$ cat src/design/cdi_bridge_pkg.sv
package cdi_bridge_pkg;

    // ======================================================================
    // Widths with a meaning of their own
    // ======================================================================
    typedef logic [15:0] host_word_t;
    typedef logic [7:0]  byte_t;
    typedef logic [24:0] ioctl_addr_t;
    typedef logic [15:0] ioctl_index_t;
    typedef logic [24:0] sdram_addr_t;
    typedef logic [12:0] nvram_addr_t;
    typedef logic [12:0] worm_addr_t;
    typedef logic [7:0]  buff_addr_t;

    // Upper SDRAM address bits of the ROM images
    localparam logic [4:0] ROM_SDRAM_PREFIX = 5'b00100;

    // Download target, taken from index bits 7:6
    localparam logic [1:0] IDX_MAIN_ROM  = 2'b00;
    localparam logic [1:0] IDX_WORM      = 2'b01;
    localparam logic [1:0] IDX_VMPEG_ROM = 2'b10;

    // ======================================================================
    // State machines
    // ======================================================================
    typedef enum logic [1:0] {
        ROM_DOWNLOAD,
        REFRESH,
        SDRAM_IDLE
    } sdram_owner_e;

    typedef enum logic [3:0] {
        IDLE,
        WAIT_FOR_ACK,
        BACKUP0,
        BACKUP1,
        BACKUP2,
        BACKUP3,
        RESTORE0,
        RESTORE1,
        RESTORE2
    } nvram_state_e;

    // ======================================================================
    // Bundles
    // ======================================================================
    typedef struct packed {
        logic         wr;
        ioctl_addr_t  addr;
        host_word_t   dout;
        ioctl_index_t index;
    } ioctl_wr_s;

    typedef struct packed {
        sdram_addr_t addr;
        host_word_t  din;
        logic        wr;
        logic        rd;
        logic        refresh;
    } sdram_prep_s;

    typedef struct packed {
        worm_addr_t adr;
        byte_t      data;
        logic       wr;
    } worm_wr_s;

    typedef struct packed {
        buff_addr_t addr;
        host_word_t dout;
        logic       wr;
    } sd_buff_s;

    typedef struct packed {
        nvram_addr_t adr;
        byte_t       restore_data;
        logic        restore_write;
        logic        allow_cpu_access;
    } nvram_port_s;

endpackage

$ cat src/design/rom_sdram_loader.sv
`timescale 1ns/1ns

module rom_sdram_loader
    import cdi_bridge_pkg::*;
(
    input  logic        clk_sys,
    input  logic        cditop_reset,
    input  ioctl_wr_s   ioctl,
    input  logic        ioctl_download,
    input  logic        sdram_busy,
    output sdram_prep_s sdram_prep,
    output logic        download_overflow
);

    logic         rom_wr;
    logic         wr_latch;
    logic         wr_issued;
    logic         busy_q;
    sdram_owner_e owner;
    sdram_owner_e owner_q;
    sdram_owner_e owner_next;

    // Main CPU ROM and MPEG cartridge ROM both land in SDRAM
    assign rom_wr = ioctl.wr && (ioctl.index[7:6] == IDX_MAIN_ROM ||
                                 ioctl.index[7:6] == IDX_VMPEG_ROM);

    // A pending word wins, refresh fills the gaps of a download
    always_comb begin
        owner_next = SDRAM_IDLE;
        if (wr_latch) begin
            owner_next = ROM_DOWNLOAD;
        end else if (ioctl_download) begin
            owner_next = REFRESH;
        end
        owner = sdram_busy ? owner_q : owner_next;
    end

    always_comb begin
        // Host words are little endian, the 68k wants big endian
        sdram_prep.din     = {ioctl.dout[7:0], ioctl.dout[15:8]};
        sdram_prep.addr    = {ROM_SDRAM_PREFIX, ioctl.index[7], ioctl.addr[18:1], 1'b0};
        sdram_prep.wr      = (owner == ROM_DOWNLOAD) && !wr_issued;
        sdram_prep.rd      = (owner == REFRESH);
        sdram_prep.refresh = (owner == REFRESH);
        if (sdram_busy) begin
            sdram_prep.wr      = 1'b0;
            sdram_prep.rd      = 1'b0;
            sdram_prep.refresh = 1'b0;
        end
    end

    // The controller takes the write and answers with busy from the next cycle
    always_ff @(posedge clk_sys) begin
        if (cditop_reset) begin
            wr_latch          <= 1'b0;
            wr_issued         <= 1'b0;
            busy_q            <= 1'b0;
            owner_q           <= SDRAM_IDLE;
            download_overflow <= 1'b0;
        end else begin
            busy_q  <= sdram_busy;
            owner_q <= owner;
            if (wr_latch && ioctl.wr) download_overflow <= 1'b1;
            if (rom_wr) wr_latch <= 1'b1;
            if (sdram_prep.wr) wr_issued <= 1'b1;
            // Word is done once busy falls after our own write
            if (owner == ROM_DOWNLOAD && wr_issued && busy_q && !sdram_busy) begin
                wr_latch  <= 1'b0;
                wr_issued <= 1'b0;
            end
        end
    end

    // Pending word only completes when busy answers the write
    a_write_answered: assert property (@(posedge clk_sys) disable iff (cditop_reset)
        sdram_prep.wr |=> sdram_busy)
        else $error("sdram_prep write not answered with sdram_busy");

endmodule

$ cat src/design/worm_byte_writer.sv
`timescale 1ns/1ns

module worm_byte_writer
    import cdi_bridge_pkg::*;
(
    input  logic      clk_sys,
    input  logic      cditop_reset,
    input  ioctl_wr_s ioctl,
    output worm_wr_s  worm
);

    logic       worm_wr;
    logic       worm_wr_q;
    logic       wr_r;
    worm_addr_t adr_r;
    byte_t      data_r;
    byte_t      high_byte;

    assign worm_wr = ioctl.wr && (ioctl.index[7:6] == IDX_WORM);

    always_ff @(posedge clk_sys) begin
        if (cditop_reset) begin
            worm_wr_q <= 1'b0;
            wr_r      <= 1'b0;
        end else begin
            worm_wr_q <= worm_wr;
            wr_r      <= worm_wr || worm_wr_q;
        end
    end

    // Low byte goes first, the high byte follows at the odd address
    always_ff @(posedge clk_sys) begin
        if (worm_wr) begin
            adr_r     <= ioctl.addr[12:0];
            data_r    <= ioctl.dout[7:0];
            high_byte <= ioctl.dout[15:8];
        end else begin
            data_r   <= high_byte;
            adr_r[0] <= 1'b1;
        end
    end

    assign worm = '{adr: adr_r, data: data_r, wr: wr_r};

    a_second_byte: assert property (@(posedge clk_sys) disable iff (cditop_reset)
        worm_wr_q |=> (worm.wr && worm.adr[0]))
        else $error("WORM low byte not followed by odd address write");

endmodule

$ cat src/design/nvram_sync_fsm.sv
`timescale 1ns/1ns

module nvram_sync_fsm
    import cdi_bridge_pkg::*;
(
    input  logic         clk_sys,
    input  logic         cditop_reset,
    input  logic         nvram_media_change,
    input  logic         img_size_nonzero,
    input  logic         osd_status,
    input  logic         nvram_cpu_changed,
    input  logic         nvram_hps_ack,
    input  logic         buff_step,
    input  logic         sd_buff_wr,
    output nvram_state_e state,
    output logic         nvram_hps_rd,
    output logic         nvram_hps_wr,
    output logic         led_user,
    output logic         allow_cpu_access
);

    logic img_mount;
    logic img_mounted;
    logic backup_pending;
    logic osd_status_q;
    logic menu_open;

    assign img_mount = nvram_media_change && img_size_nonzero;
    assign menu_open = osd_status && !osd_status_q;

    // LED tells the user a backup is still owed
    assign led_user = backup_pending;

    // CPU keeps away from NvRAM during a whole transfer
    assign allow_cpu_access = (state == IDLE);

    // ======================================================================
    // Block transfer sequencing
    // ======================================================================
    always_ff @(posedge clk_sys) begin
        if (cditop_reset) begin
            state          <= IDLE;
            nvram_hps_rd   <= 1'b0;
            nvram_hps_wr   <= 1'b0;
            img_mounted    <= 1'b0;
            backup_pending <= 1'b0;
            osd_status_q   <= 1'b0;
        end else begin
            osd_status_q <= osd_status;

            if (nvram_media_change) img_mounted <= img_size_nonzero;
            if (nvram_cpu_changed && img_mounted) backup_pending <= 1'b1;

            if (nvram_hps_ack) begin
                nvram_hps_rd <= 1'b0;
                nvram_hps_wr <= 1'b0;
            end

            case (state)
                IDLE: begin
                    if (img_mount) begin
                        // Fresh image, pull it into NvRAM
                        nvram_hps_rd <= 1'b1;
                        state        <= WAIT_FOR_ACK;
                    end else if (backup_pending && menu_open) begin
                        backup_pending <= 1'b0;
                        nvram_hps_wr   <= 1'b1;
                        state          <= WAIT_FOR_ACK;
                    end
                end
                WAIT_FOR_ACK: begin
                    if (nvram_hps_ack) begin
                        if (nvram_hps_rd) state <= RESTORE0;
                        if (nvram_hps_wr) state <= BACKUP0;
                    end
                end
                // First read address goes out, data follows a cycle later
                BACKUP0: state <= BACKUP1;
                BACKUP1: state <= BACKUP2;
                BACKUP2: state <= BACKUP3;
                BACKUP3: begin
                    if (buff_step) state <= BACKUP1;
                    if (!nvram_hps_ack) state <= IDLE;
                end
                RESTORE0: begin
                    if (sd_buff_wr) state <= RESTORE1;
                    if (!nvram_hps_ack) state <= IDLE;
                end
                RESTORE1: state <= RESTORE2;
                RESTORE2: state <= RESTORE0;
                default: state <= IDLE;
            endcase
        end
    end

    a_one_request: assert property (@(posedge clk_sys) disable iff (cditop_reset)
        !(nvram_hps_rd && nvram_hps_wr))
        else $error("NvRAM read and write requested together");

endmodule

$ cat src/design/nvram_xfer_counter.sv
`timescale 1ns/1ns

module nvram_xfer_counter
    import cdi_bridge_pkg::*;
(
    input  logic         clk_sys,
    input  logic         cditop_reset,
    input  nvram_state_e state,
    input  buff_addr_t   buff_addr,
    output nvram_addr_t  adr,
    output logic         buff_step
);

    logic buff_lsb_q;
    logic adr_inc;

    // Host moved on to the next buffer word
    assign buff_step = (buff_addr[0] != buff_lsb_q);

    always_comb begin
        case (state)
            BACKUP0, BACKUP1, RESTORE1, RESTORE2: adr_inc = 1'b1;
            BACKUP3: adr_inc = buff_step;
            default: adr_inc = 1'b0;
        endcase
    end

    always_ff @(posedge clk_sys) begin
        if (cditop_reset) begin
            adr        <= '0;
            buff_lsb_q <= 1'b0;
        end else begin
            buff_lsb_q <= buff_addr[0];
            // Every transfer starts at byte zero
            if (state == IDLE) begin
                adr <= '0;
            end else if (adr_inc) begin
                adr <= adr + 1'b1;
            end
        end
    end

endmodule

$ cat src/design/nvram_word_buffer.sv
`timescale 1ns/1ns

module nvram_word_buffer
    import cdi_bridge_pkg::*;
(
    input  logic         clk_sys,
    input  nvram_state_e state,
    input  sd_buff_s     sd_buff,
    input  byte_t        backup_data,
    input  logic         adr_lsb,
    output host_word_t   hps_din,
    output byte_t        restore_data,
    output logic         restore_write
);

    host_word_t restore_word;

    always_ff @(posedge clk_sys) begin
        if (state == RESTORE0 && sd_buff.wr) restore_word <= sd_buff.dout;
        // Synchronous NvRAM read, low byte lands first
        if (state == BACKUP1) hps_din[7:0] <= backup_data;
        if (state == BACKUP2) hps_din[15:8] <= backup_data;
    end

    // Even address takes the low byte of the host word
    assign restore_data = adr_lsb ? restore_word[15:8] : restore_word[7:0];

    // One byte write in each of the two cycles after capture
    assign restore_write = (state == RESTORE1) || (state == RESTORE2);

endmodule

$ cat src/design/cdi_host_bridge.sv
`timescale 1ns/1ns

module cdi_host_bridge
    import cdi_bridge_pkg::*;
(
    input  logic        clk_sys,
    input  logic        cditop_reset,

    // Boot ROM and WORM download
    input  ioctl_wr_s   ioctl,
    input  logic        ioctl_download,
    input  logic        sdram_busy,
    output sdram_prep_s sdram_prep,
    output logic        download_overflow,
    output worm_wr_s    worm,

    // NvRAM image block transfers
    input  logic        nvram_media_change,
    input  logic        img_size_nonzero,
    input  logic        osd_status,
    input  logic        nvram_cpu_changed,
    input  logic        nvram_hps_ack,
    input  sd_buff_s    sd_buff,
    input  byte_t       nvram_backup_data,
    output logic        nvram_hps_rd,
    output logic        nvram_hps_wr,
    output host_word_t  nvram_hps_din,
    output nvram_port_s nvram_port,
    output logic        led_user
);

    nvram_state_e nv_state;
    nvram_addr_t  nv_adr;
    logic         buff_step;
    byte_t        restore_data;
    logic         restore_write;
    logic         allow_cpu_access;

    // ======================================================================
    // Download path
    // ======================================================================
    rom_sdram_loader u_loader (
        .clk_sys           (clk_sys),
        .cditop_reset      (cditop_reset),
        .ioctl             (ioctl),
        .ioctl_download    (ioctl_download),
        .sdram_busy        (sdram_busy),
        .sdram_prep        (sdram_prep),
        .download_overflow (download_overflow)
    );

    worm_byte_writer u_worm (
        .clk_sys      (clk_sys),
        .cditop_reset (cditop_reset),
        .ioctl        (ioctl),
        .worm         (worm)
    );

    // ======================================================================
    // NvRAM path
    // ======================================================================
    nvram_sync_fsm u_fsm (
        .clk_sys            (clk_sys),
        .cditop_reset       (cditop_reset),
        .nvram_media_change (nvram_media_change),
        .img_size_nonzero   (img_size_nonzero),
        .osd_status         (osd_status),
        .nvram_cpu_changed  (nvram_cpu_changed),
        .nvram_hps_ack      (nvram_hps_ack),
        .buff_step          (buff_step),
        .sd_buff_wr         (sd_buff.wr),
        .state              (nv_state),
        .nvram_hps_rd       (nvram_hps_rd),
        .nvram_hps_wr       (nvram_hps_wr),
        .led_user           (led_user),
        .allow_cpu_access   (allow_cpu_access)
    );

    nvram_xfer_counter u_counter (
        .clk_sys      (clk_sys),
        .cditop_reset (cditop_reset),
        .state        (nv_state),
        .buff_addr    (sd_buff.addr),
        .adr          (nv_adr),
        .buff_step    (buff_step)
    );

    nvram_word_buffer u_buffer (
        .clk_sys       (clk_sys),
        .state         (nv_state),
        .sd_buff       (sd_buff),
        .backup_data   (nvram_backup_data),
        .adr_lsb       (nv_adr[0]),
        .hps_din       (nvram_hps_din),
        .restore_data  (restore_data),
        .restore_write (restore_write)
    );

    assign nvram_port = '{
        adr:              nv_adr,
        restore_data:     restore_data,
        restore_write:    restore_write,
        allow_cpu_access: allow_cpu_access
    };

endmodule

$ cat config.mk
export PLATFORM = sky130hd
export DESIGN_NAME = cdi_host_bridge
export DESIGN_NICKNAME = d
export VERILOG_FILES = /design/src/design/cdi_bridge_pkg.sv /design/src/design/rom_sdram_loader.sv /design/src/design/worm_byte_writer.sv /design/src/design/nvram_sync_fsm.sv /design/src/design/nvram_xfer_counter.sv /design/src/design/nvram_word_buffer.sv /design/src/design/cdi_host_bridge.sv
export SDC_FILE = /design/constraint.sdc
export NUM_CORES = 1
export LEC_CHECK = 0
export ABC_CLOCK_PERIOD_IN_PS = 2200
export BUFFER_PORTS_ARGS = -buffer_cell sky130_fd_sc_hd__buf_4
export CORE_AREA = 5 5 102 104
export CTS_CLUSTER_SIZE = 12
export DETAILED_ROUTE_END_ITERATION = 7
export DIE_AREA = 0 0 107 109
export PLACE_DENSITY = 0.76
export SLEW_MARGIN = 20
export SYNTH_ARGS = -nofsm -noshare
export SYNTH_HDL_FRONTEND = slang
export SYNTH_SLANG_ARGS = --single-unit
export TNS_END_PERCENT = 1
$ cat constraint.sdc
create_clock -name clk_sys -period 2.2 [get_ports clk_sys]
set_clock_uncertainty 0.15 [all_clocks]
set_input_delay 0.22 -clock clk_sys [delete_from_list [all_inputs] [get_ports clk_sys]]
set_output_delay 0.22 -clock clk_sys [all_outputs]
set_load 0.02 [all_outputs]
==> results.yml, run 1 <==
placed_design:
  place_ws_ns: 0.2210
  numPortBuffers: 163
  dp_hpwl_um: 6200
  routabilityCongestion: 0.8103
  placed_cells: 534
power:
  power_density_nw_per_um2: 764.9
  ir_drop_uv: 475.3
  p_leak_nw: 2.333
worst_setup_path:
  crit_fanout: 12
  arrival_ns: 1.71
  crit_start: "u_fsm.state[1]"
  worstPathRequired_ns: 1.83
  critPathKind: "reg2out"
  r2r_setup_slack_ns: 0.17
  startpoint_type: "flip-flop"
  end_kind: "output port"
  r2r_start: "u_fsm.state[1]"
sta:
  max_freq_mhz: 481.9
  rsz0062_at_grt: "no"
  finalHoldViolations: 0
  setup_tns_ns: 0
  fin_crit_sh_pct: 94.33
  worstMarginPinSlew_ns: 0.5905
  setup_viol: 0
  slew-limit-headroom_pct: 60.55
  fin_crit_ns: 2.075
  drv_slew: 0
  setup_slack_ns: 0.1247
routing:
  drcViolationCount: 0
  first_pass_iters: 4
  routedWlPerCell_um: 15.31
  drtIter0Drc: 137
  drtAntennaViolNets: 0
  drt_wl_total_um: 9357
  viasPerCell: 4.635
  num_vias: 2832
yosys:
  async_flop_share_pct: 0
  ys_types: 48
  ys_ff_latch: 90
  synth_flop_cell: "edfxtp_1"
  syn-mean-instance-area_um2: 12.23
  synth_seq_area_share_pct: 63.28
  synth-edff-count: 52
  yosys_warnings: 0
  syn-cell-area_um2: 3670
  synth_cells: 300
min_path:
  hp-class: "in2reg"
  hp-start: "cditop_reset"
final_layout:
  layout_common_cells: "buf_4, dlygate4sd3_1, edfxtp_1"
  fin_cells: 611
  area_growth_pct: 51.24
  layout-drive-gt1-share_pct: 41.45
  layout_commonest_cell: "buf_4"
  diodes: 0
  nNetsFinal: 593
  fillers: 767
die:
  core_area_um2: 9459
  initial_core_util_pct: 38.80
  rows: 36
  die_area_um2: 11660
  die_w_um: 107
  ioPinCount: 209
  die_y_um: 109
global_routing:
  grt_pass1_vias: 2874
  grt_max_degree: 30
  antenna_found_initial: 0
  grt_pass1_wl_um: 14400
  grt_overflow_total: 0
  grt_usage_pct: 15.72
clocking:
  cts_tree: "done"
  h-tree-depth: 3
  cts_buffer_depth: 2
  cts_sinks: 90
  clk_latency_ns: 0.34
  cts-root-buf: "clkbuf_8"
  path_clk_slew_ns: 0.09
  numCtsBuffers: 9
job:
  drv_cap: 0
outcome:
  outcome: "finished, final reports clean"
## cells in the mapped netlist, types with 3 or more instances
cell | n | share of area [%]
edfxtp_1 | 52 | 43
buf_4 | 48 | 9.8
dfxtp_1 | 38 | 21
nand2_1 | 29 | 3.0
nor2_1 | 21 | 2.1
a21oi_1 | 10 | 1.4
xor2_1 | 10 | 2.4
mux2_2 | 8 | 2.5
nor2b_1 | 7 | 1.2
o2111ai_1 | 6 | 1.4
o21ai_1 | 5 | 0.68
and4_1 | 4 | 0.95
buf_2 | 4 | 0.55
clkbuf_1 | 4 | 0.41
and3_1 | 3 | 0.51
inv_1 | 3 | 0.31
o211ai_1 | 3 | 0.61
o21ai_0 | 3 | 0.41
## flip-flops by register name, indices dropped and copies added, names as in the netlist
register                    flops
u_fsm.nvram_hps_rd              1
u_fsm.led_user                  1
u_worm.adr_r                   13
u_fsm.osd_status_q              1
u_fsm.state                     4
u_fsm.img_mounted               1
u_loader.download_overflow      1
u_loader.busy_q                 1
u_worm.data_r                   8
u_counter.buff_lsb_q            1
u_fsm.nvram_hps_wr              1
u_worm.wr_r                     1
u_worm.high_byte                8
u_counter.adr                  13
u_buffer.hps_din               16
u_worm.worm_wr_q                1
u_loader.wr_issued              1
u_loader.wr_latch               1
u_buffer.restore_word          16
## worst max-delay path: stages, from the launching register on
cell	delay, ns
dfxtp_1	0.36
buf_4	0.19
nor4b_4	0.35
buf_6	0.20
nand2b_1	0.11
buf_4	0.15
## power by group
part	internal, mW	switching [mW]
logic	0.578	0.645
clock network	0.411	0.584
registers	1.93	0.102
## stage by stage
step / utilization [%] / power (mW) / hold WS [ns] / area, um^2
3_3_place_gp: 50.15 / 3.123 / 0.2484 / 4743
2_1_floorplan: - / 2.761 / 0.1689 / 3685
3_5_place_dp: 50.15 / 3.159 / 0.2495 / 4743
6_report: 58.68 / 4.245 / 0.01446 / 5550
4_1_cts: 58.49 / 4.262 / 0.0003790 / 5533
5_1_grt: 58.68 / 4.466 / 0.01210 / 5550
## worst paths after layout
path	cells past startpoint	end
worst max-delay path	5	nvram_port[1]
worst min-delay path	2	u_fsm.state[0]
worst max register to register	6	u_fsm.nvram_hps_rd
worst min register to register	2	u_worm.data_r[4]
## area by class of cell
type	instances	area [um^2]	share of cell area, %
tap	114	142.6	2.570
inverter	5	22.52	0.4058
sequential	90	2323	41.86
clock buffer	10	127.6	2.299
clock inverter	6	42.54	0.7665
multi-input combinational	151	970.9	17.49
timing repair buffer	235	1921	34.60
## kinds of logic (layout without fill, tap and decap cells)
| family | after synthesis | count (layout) | share of synthesized area (%) |
|---|---|---|---|
| DFF | 90 | 90 | 63.28 |
| buffers and inverters | 63 | 256 | 11.49 |
| and+or+nand+nor | 85 | 85 | 11.97 |
| xor gates and xnor gates | 12 | 12 | 2.864 |
| muxes | 9 | 9 | 2.728 |
| adders and majority gates | 1 | 1 | 0.3409 |
| AOI/OAI and AO/OA | 38 | 38 | 7.126 |
| other | 2 | 6 | 0.2046 |
## layer usage
metal / global-route usage (%) / part of all wire [%] / vias up
li1: - / - / 1388
met1: 18.42 / 38 / 1314
met2: 27.43 / 54 / 109
met3: 3.612 / 5.8 / 21
met4: 7.306 / 2.1 / 0
met5: 0 / 0 / -
## timing repair
item | in CTS | in global routing
gates resized for setup | 1 | 4
endpoints found under the setup margin | 1 | 23
hold buffers | 61 | 0
endpoints found under the hold margin | 67 | 0
setup buffers | 0 | 0
cloned | 0 | 0
(Power assumes the default switching activity.)
==> run 2: changes to the inputs <==
ABC_AREA = 1   (was not set)
ABC_CLOCK_PERIOD_IN_PS = not set   (was 2200)
CORE_AREA = 5 5 105 107   (was 5 5 102 104)
DIE_AREA = 0 0 110 112   (was 0 0 107 109)
PLACE_DENSITY = 0.74   (was 0.76)
==> run 2 against run 1 <==
Sequential share of layout area shrank 1.2 points; final area grew 2.9%; non-clock buffer count shrank 8; total power shrank 7.7%; clock power grew 11%.
==> results.yml, run 2 <==
die:
  die_y_um: 112
  initial_core_util_pct: 38.52
  core_area_um2: 10050
  die_area_um2: 12320
  ioPinCount: 209
  rows: 37
  die_w_um: 110
final_layout:
  fillers: 815
  register_area_um2: 2322
  layout-drive-gt1-share_pct: 33.16
  reg.largest.list: "u_buffer.hps_din x16, u_buffer.restore_word x16"
  layout_commonest_cell: "buf_4"
  multi_input_area_um2: 1054
  nNetsFinal: 690
  layout_common_cells: "buf_4, nand2_1, dlygate4sd3_1"
  postLayoutCellArea_um2: 5713
  area_growth_pct: 47.62
  diodes: 0
sta:
  holdWs_ns: 0.04954
  rsz0062_at_grt: "no"
  setup_viol: 0
  fin_crit_sh_pct: 86.78
  drv_slew: 0
  finalHoldViolations: 0
  setup_tns_ns: 0
  max_freq_mhz: 523.8
  fin_crit_ns: 1.909
yosys:
  synth_flop_cell: "edfxtp_1"
  yosys_warnings: 0
  yosysTopAreaCell: "edfxtp_1"
  synth.most_common_cell: "nand2_1"
  async_flop_share_pct: 0
  synth_top_area_share_pct: 40.35
  synth-edff-count: 52
  synth_seq_area_share_pct: 60.01
  syn-mean-instance-area_um2: 9.651
  synth_area_leaders: "edfxtp_1, dfxtp_1, nand2_1"
  synth_cells: 401
  synth_commonest_cells: "nand2_1, edfxtp_1, buf_4"
  syn-cell-area_um2: 3870
  ys_types: 30
  ys_ff_latch: 90
worst_setup_path:
  worstPathRequired_ns: 1.83
  worstPathCellList: "buf_4 -> clkinv_1 -> nand2_1 -> nand2_1 -> buf_4"
  crit_fanout: 14
  path_buf_inv: 3
  arrival_ns: 1.54
  slowest_stage: "dfxtp_1"
  end_kind: "output port"
  max_stage_delay_ns: 0.34
  startpoint_type: "flip-flop"
  cp_top_family: "buffers and inverters"
  critPathKind: "reg2out"
placed_design:
  numPortBuffers: 163
  routabilityCongestion: 0.8397
  dp_hpwl_um: 7116
  dpl_cell_area_um2: 4920
global_routing:
  grt_pass1_wl_um: 16620
  grt_usage_pct: 17.26
  grt_max_degree: 30
  antenna_found_initial: 0
  grt_pass1_vias: 3439
  grt_overflow_total: 0
clocking:
  cts_buffer_depth: 2
  cts_resized: 0
  cts_sinks: 90
  h-tree-depth: 3
  cts_tree: "done"
  clk_latency_ns: 0.34
  numCtsBuffers: 9
  cts-root-buf: "clkbuf_8"
  postCtsSetupRepairBufs: 0
  path_clk_slew_ns: 0.09
routing:
  routedWlPerCell_um: 14.13
  viasPerCell: 4.522
  num_vias: 3301
  drtIter0Drc: 153
  first_pass_iters: 5
  drt_wl_total_um: 10310
  drtAntennaViolNets: 0
  drcViolationCount: 0
outcome:
  outcome: "finished, final reports clean"
power:
  ir_drop_uv: 467.9
  p_leak_nw: 2.481
  power_density_nw_per_um2: 686.1
min_path:
  hp-class: "in2reg"
job:
  drv_cap: 0
-- run 2: cell count changes after synthesis, moves of 5 or more --
cell       change
o2111ai_1      -6
xor2_1         -6
nand2_1       +80
nor2b_1        -7
inv_1         +25
nand3_1       +23
a21oi_1       +14
nand4_1        +5
nor2_1         +9
o21ai_1        -5
mux2_2         -8
-- run 2: kinds of logic (layout without fill, tap and decap cells) --
family	Yosys count	in the layout	share of synthesized area (%)
other	2	6	0.1941
AOI/OAI and AO/OA	27	27	3.621
buffers and inverters	86	275	13.35
adders and majority gates	1	1	0.3233
xor gates and xnor gates	7	7	1.584
DFF	90	90	60.01
and+or+nand+nor	188	188	20.92
-- run 2: area by class of cell --
class                   count  share of cell area, %
flip-flops and latches     90                  40.65
repair buffers            227                  32.46
multi-input cells         229                  18.44
well taps                 136                  2.979
clock buffers              10                  2.234
inverters                  32                  2.102
clock inverters             6                  1.139
-- run 2: worst min-delay path, stage by stage --
cell     delay [ns]
buf_4          0.11
inv_1          0.04
a21oi_1        0.05
nor2_1         0.08
-- run 2: timing repair --
item                       in CTS  in global routing
hold buffers                   60                  0
setup endpoints to repair       0                  0
hold endpoints to repair       71                  0
-- run 2: path summary, 6_finish.rpt --
| check | startpoint | to | slack, ns | cells after the start |
|---|---|---|---|---|
| max | u_counter.adr[0] | nvram_port[5] | 0.29 | 5 |
| min | ioctl[6] | u_loader.wr_latch | 0.05 | 4 |
| max reg2reg | u_fsm.state[0] | u_counter.adr[5] | 0.44 | 7 |
| min reg2reg | u_worm.high_byte[3] | u_worm.data_r[3] | 0.30 | 2 |
-- run 2: per-layer routing --
| metal | GRT usage, % | wire, um | up-vias |
|---|---|---|---|
| met5 | 0 | 0 | - |
| met4 | 4.406 | 142 | 0 |
| met1 | 18.92 | 3888 | 1518 |
| li1 | - | - | 1625 |
| met3 | 7.188 | 1010 | 14 |
| met2 | 30.38 | 5272 | 144 |
-- run 2: power by group --
group          switching (mW)  leakage [nW]  internal (mW)
clock                   0.571        0.0866          0.526
combinational           0.521          1.61          0.381
sequential             0.0543         0.783           1.87
total                    1.15          2.48           2.77
-- run 2: per-stage QoR --
| step | instances | power (mW) | utilization (%) | setup WS, ns |
|---|---|---|---|---|
| 2_1_floorplan | 405 | 2.522 | - | 0.4578 |
| 3_3_place_gp | 654 | 2.755 | 48.97 | 0.5349 |
| 3_5_place_dp | 654 | 2.775 | 48.97 | 0.4651 |
| 4_1_cts | 730 | 3.973 | 56.87 | 0.2242 |
| 5_1_grt | 730 | 4.146 | 56.87 | 0.1301 |
| 6_report | 730 | 3.920 | 56.87 | 0.2908 |
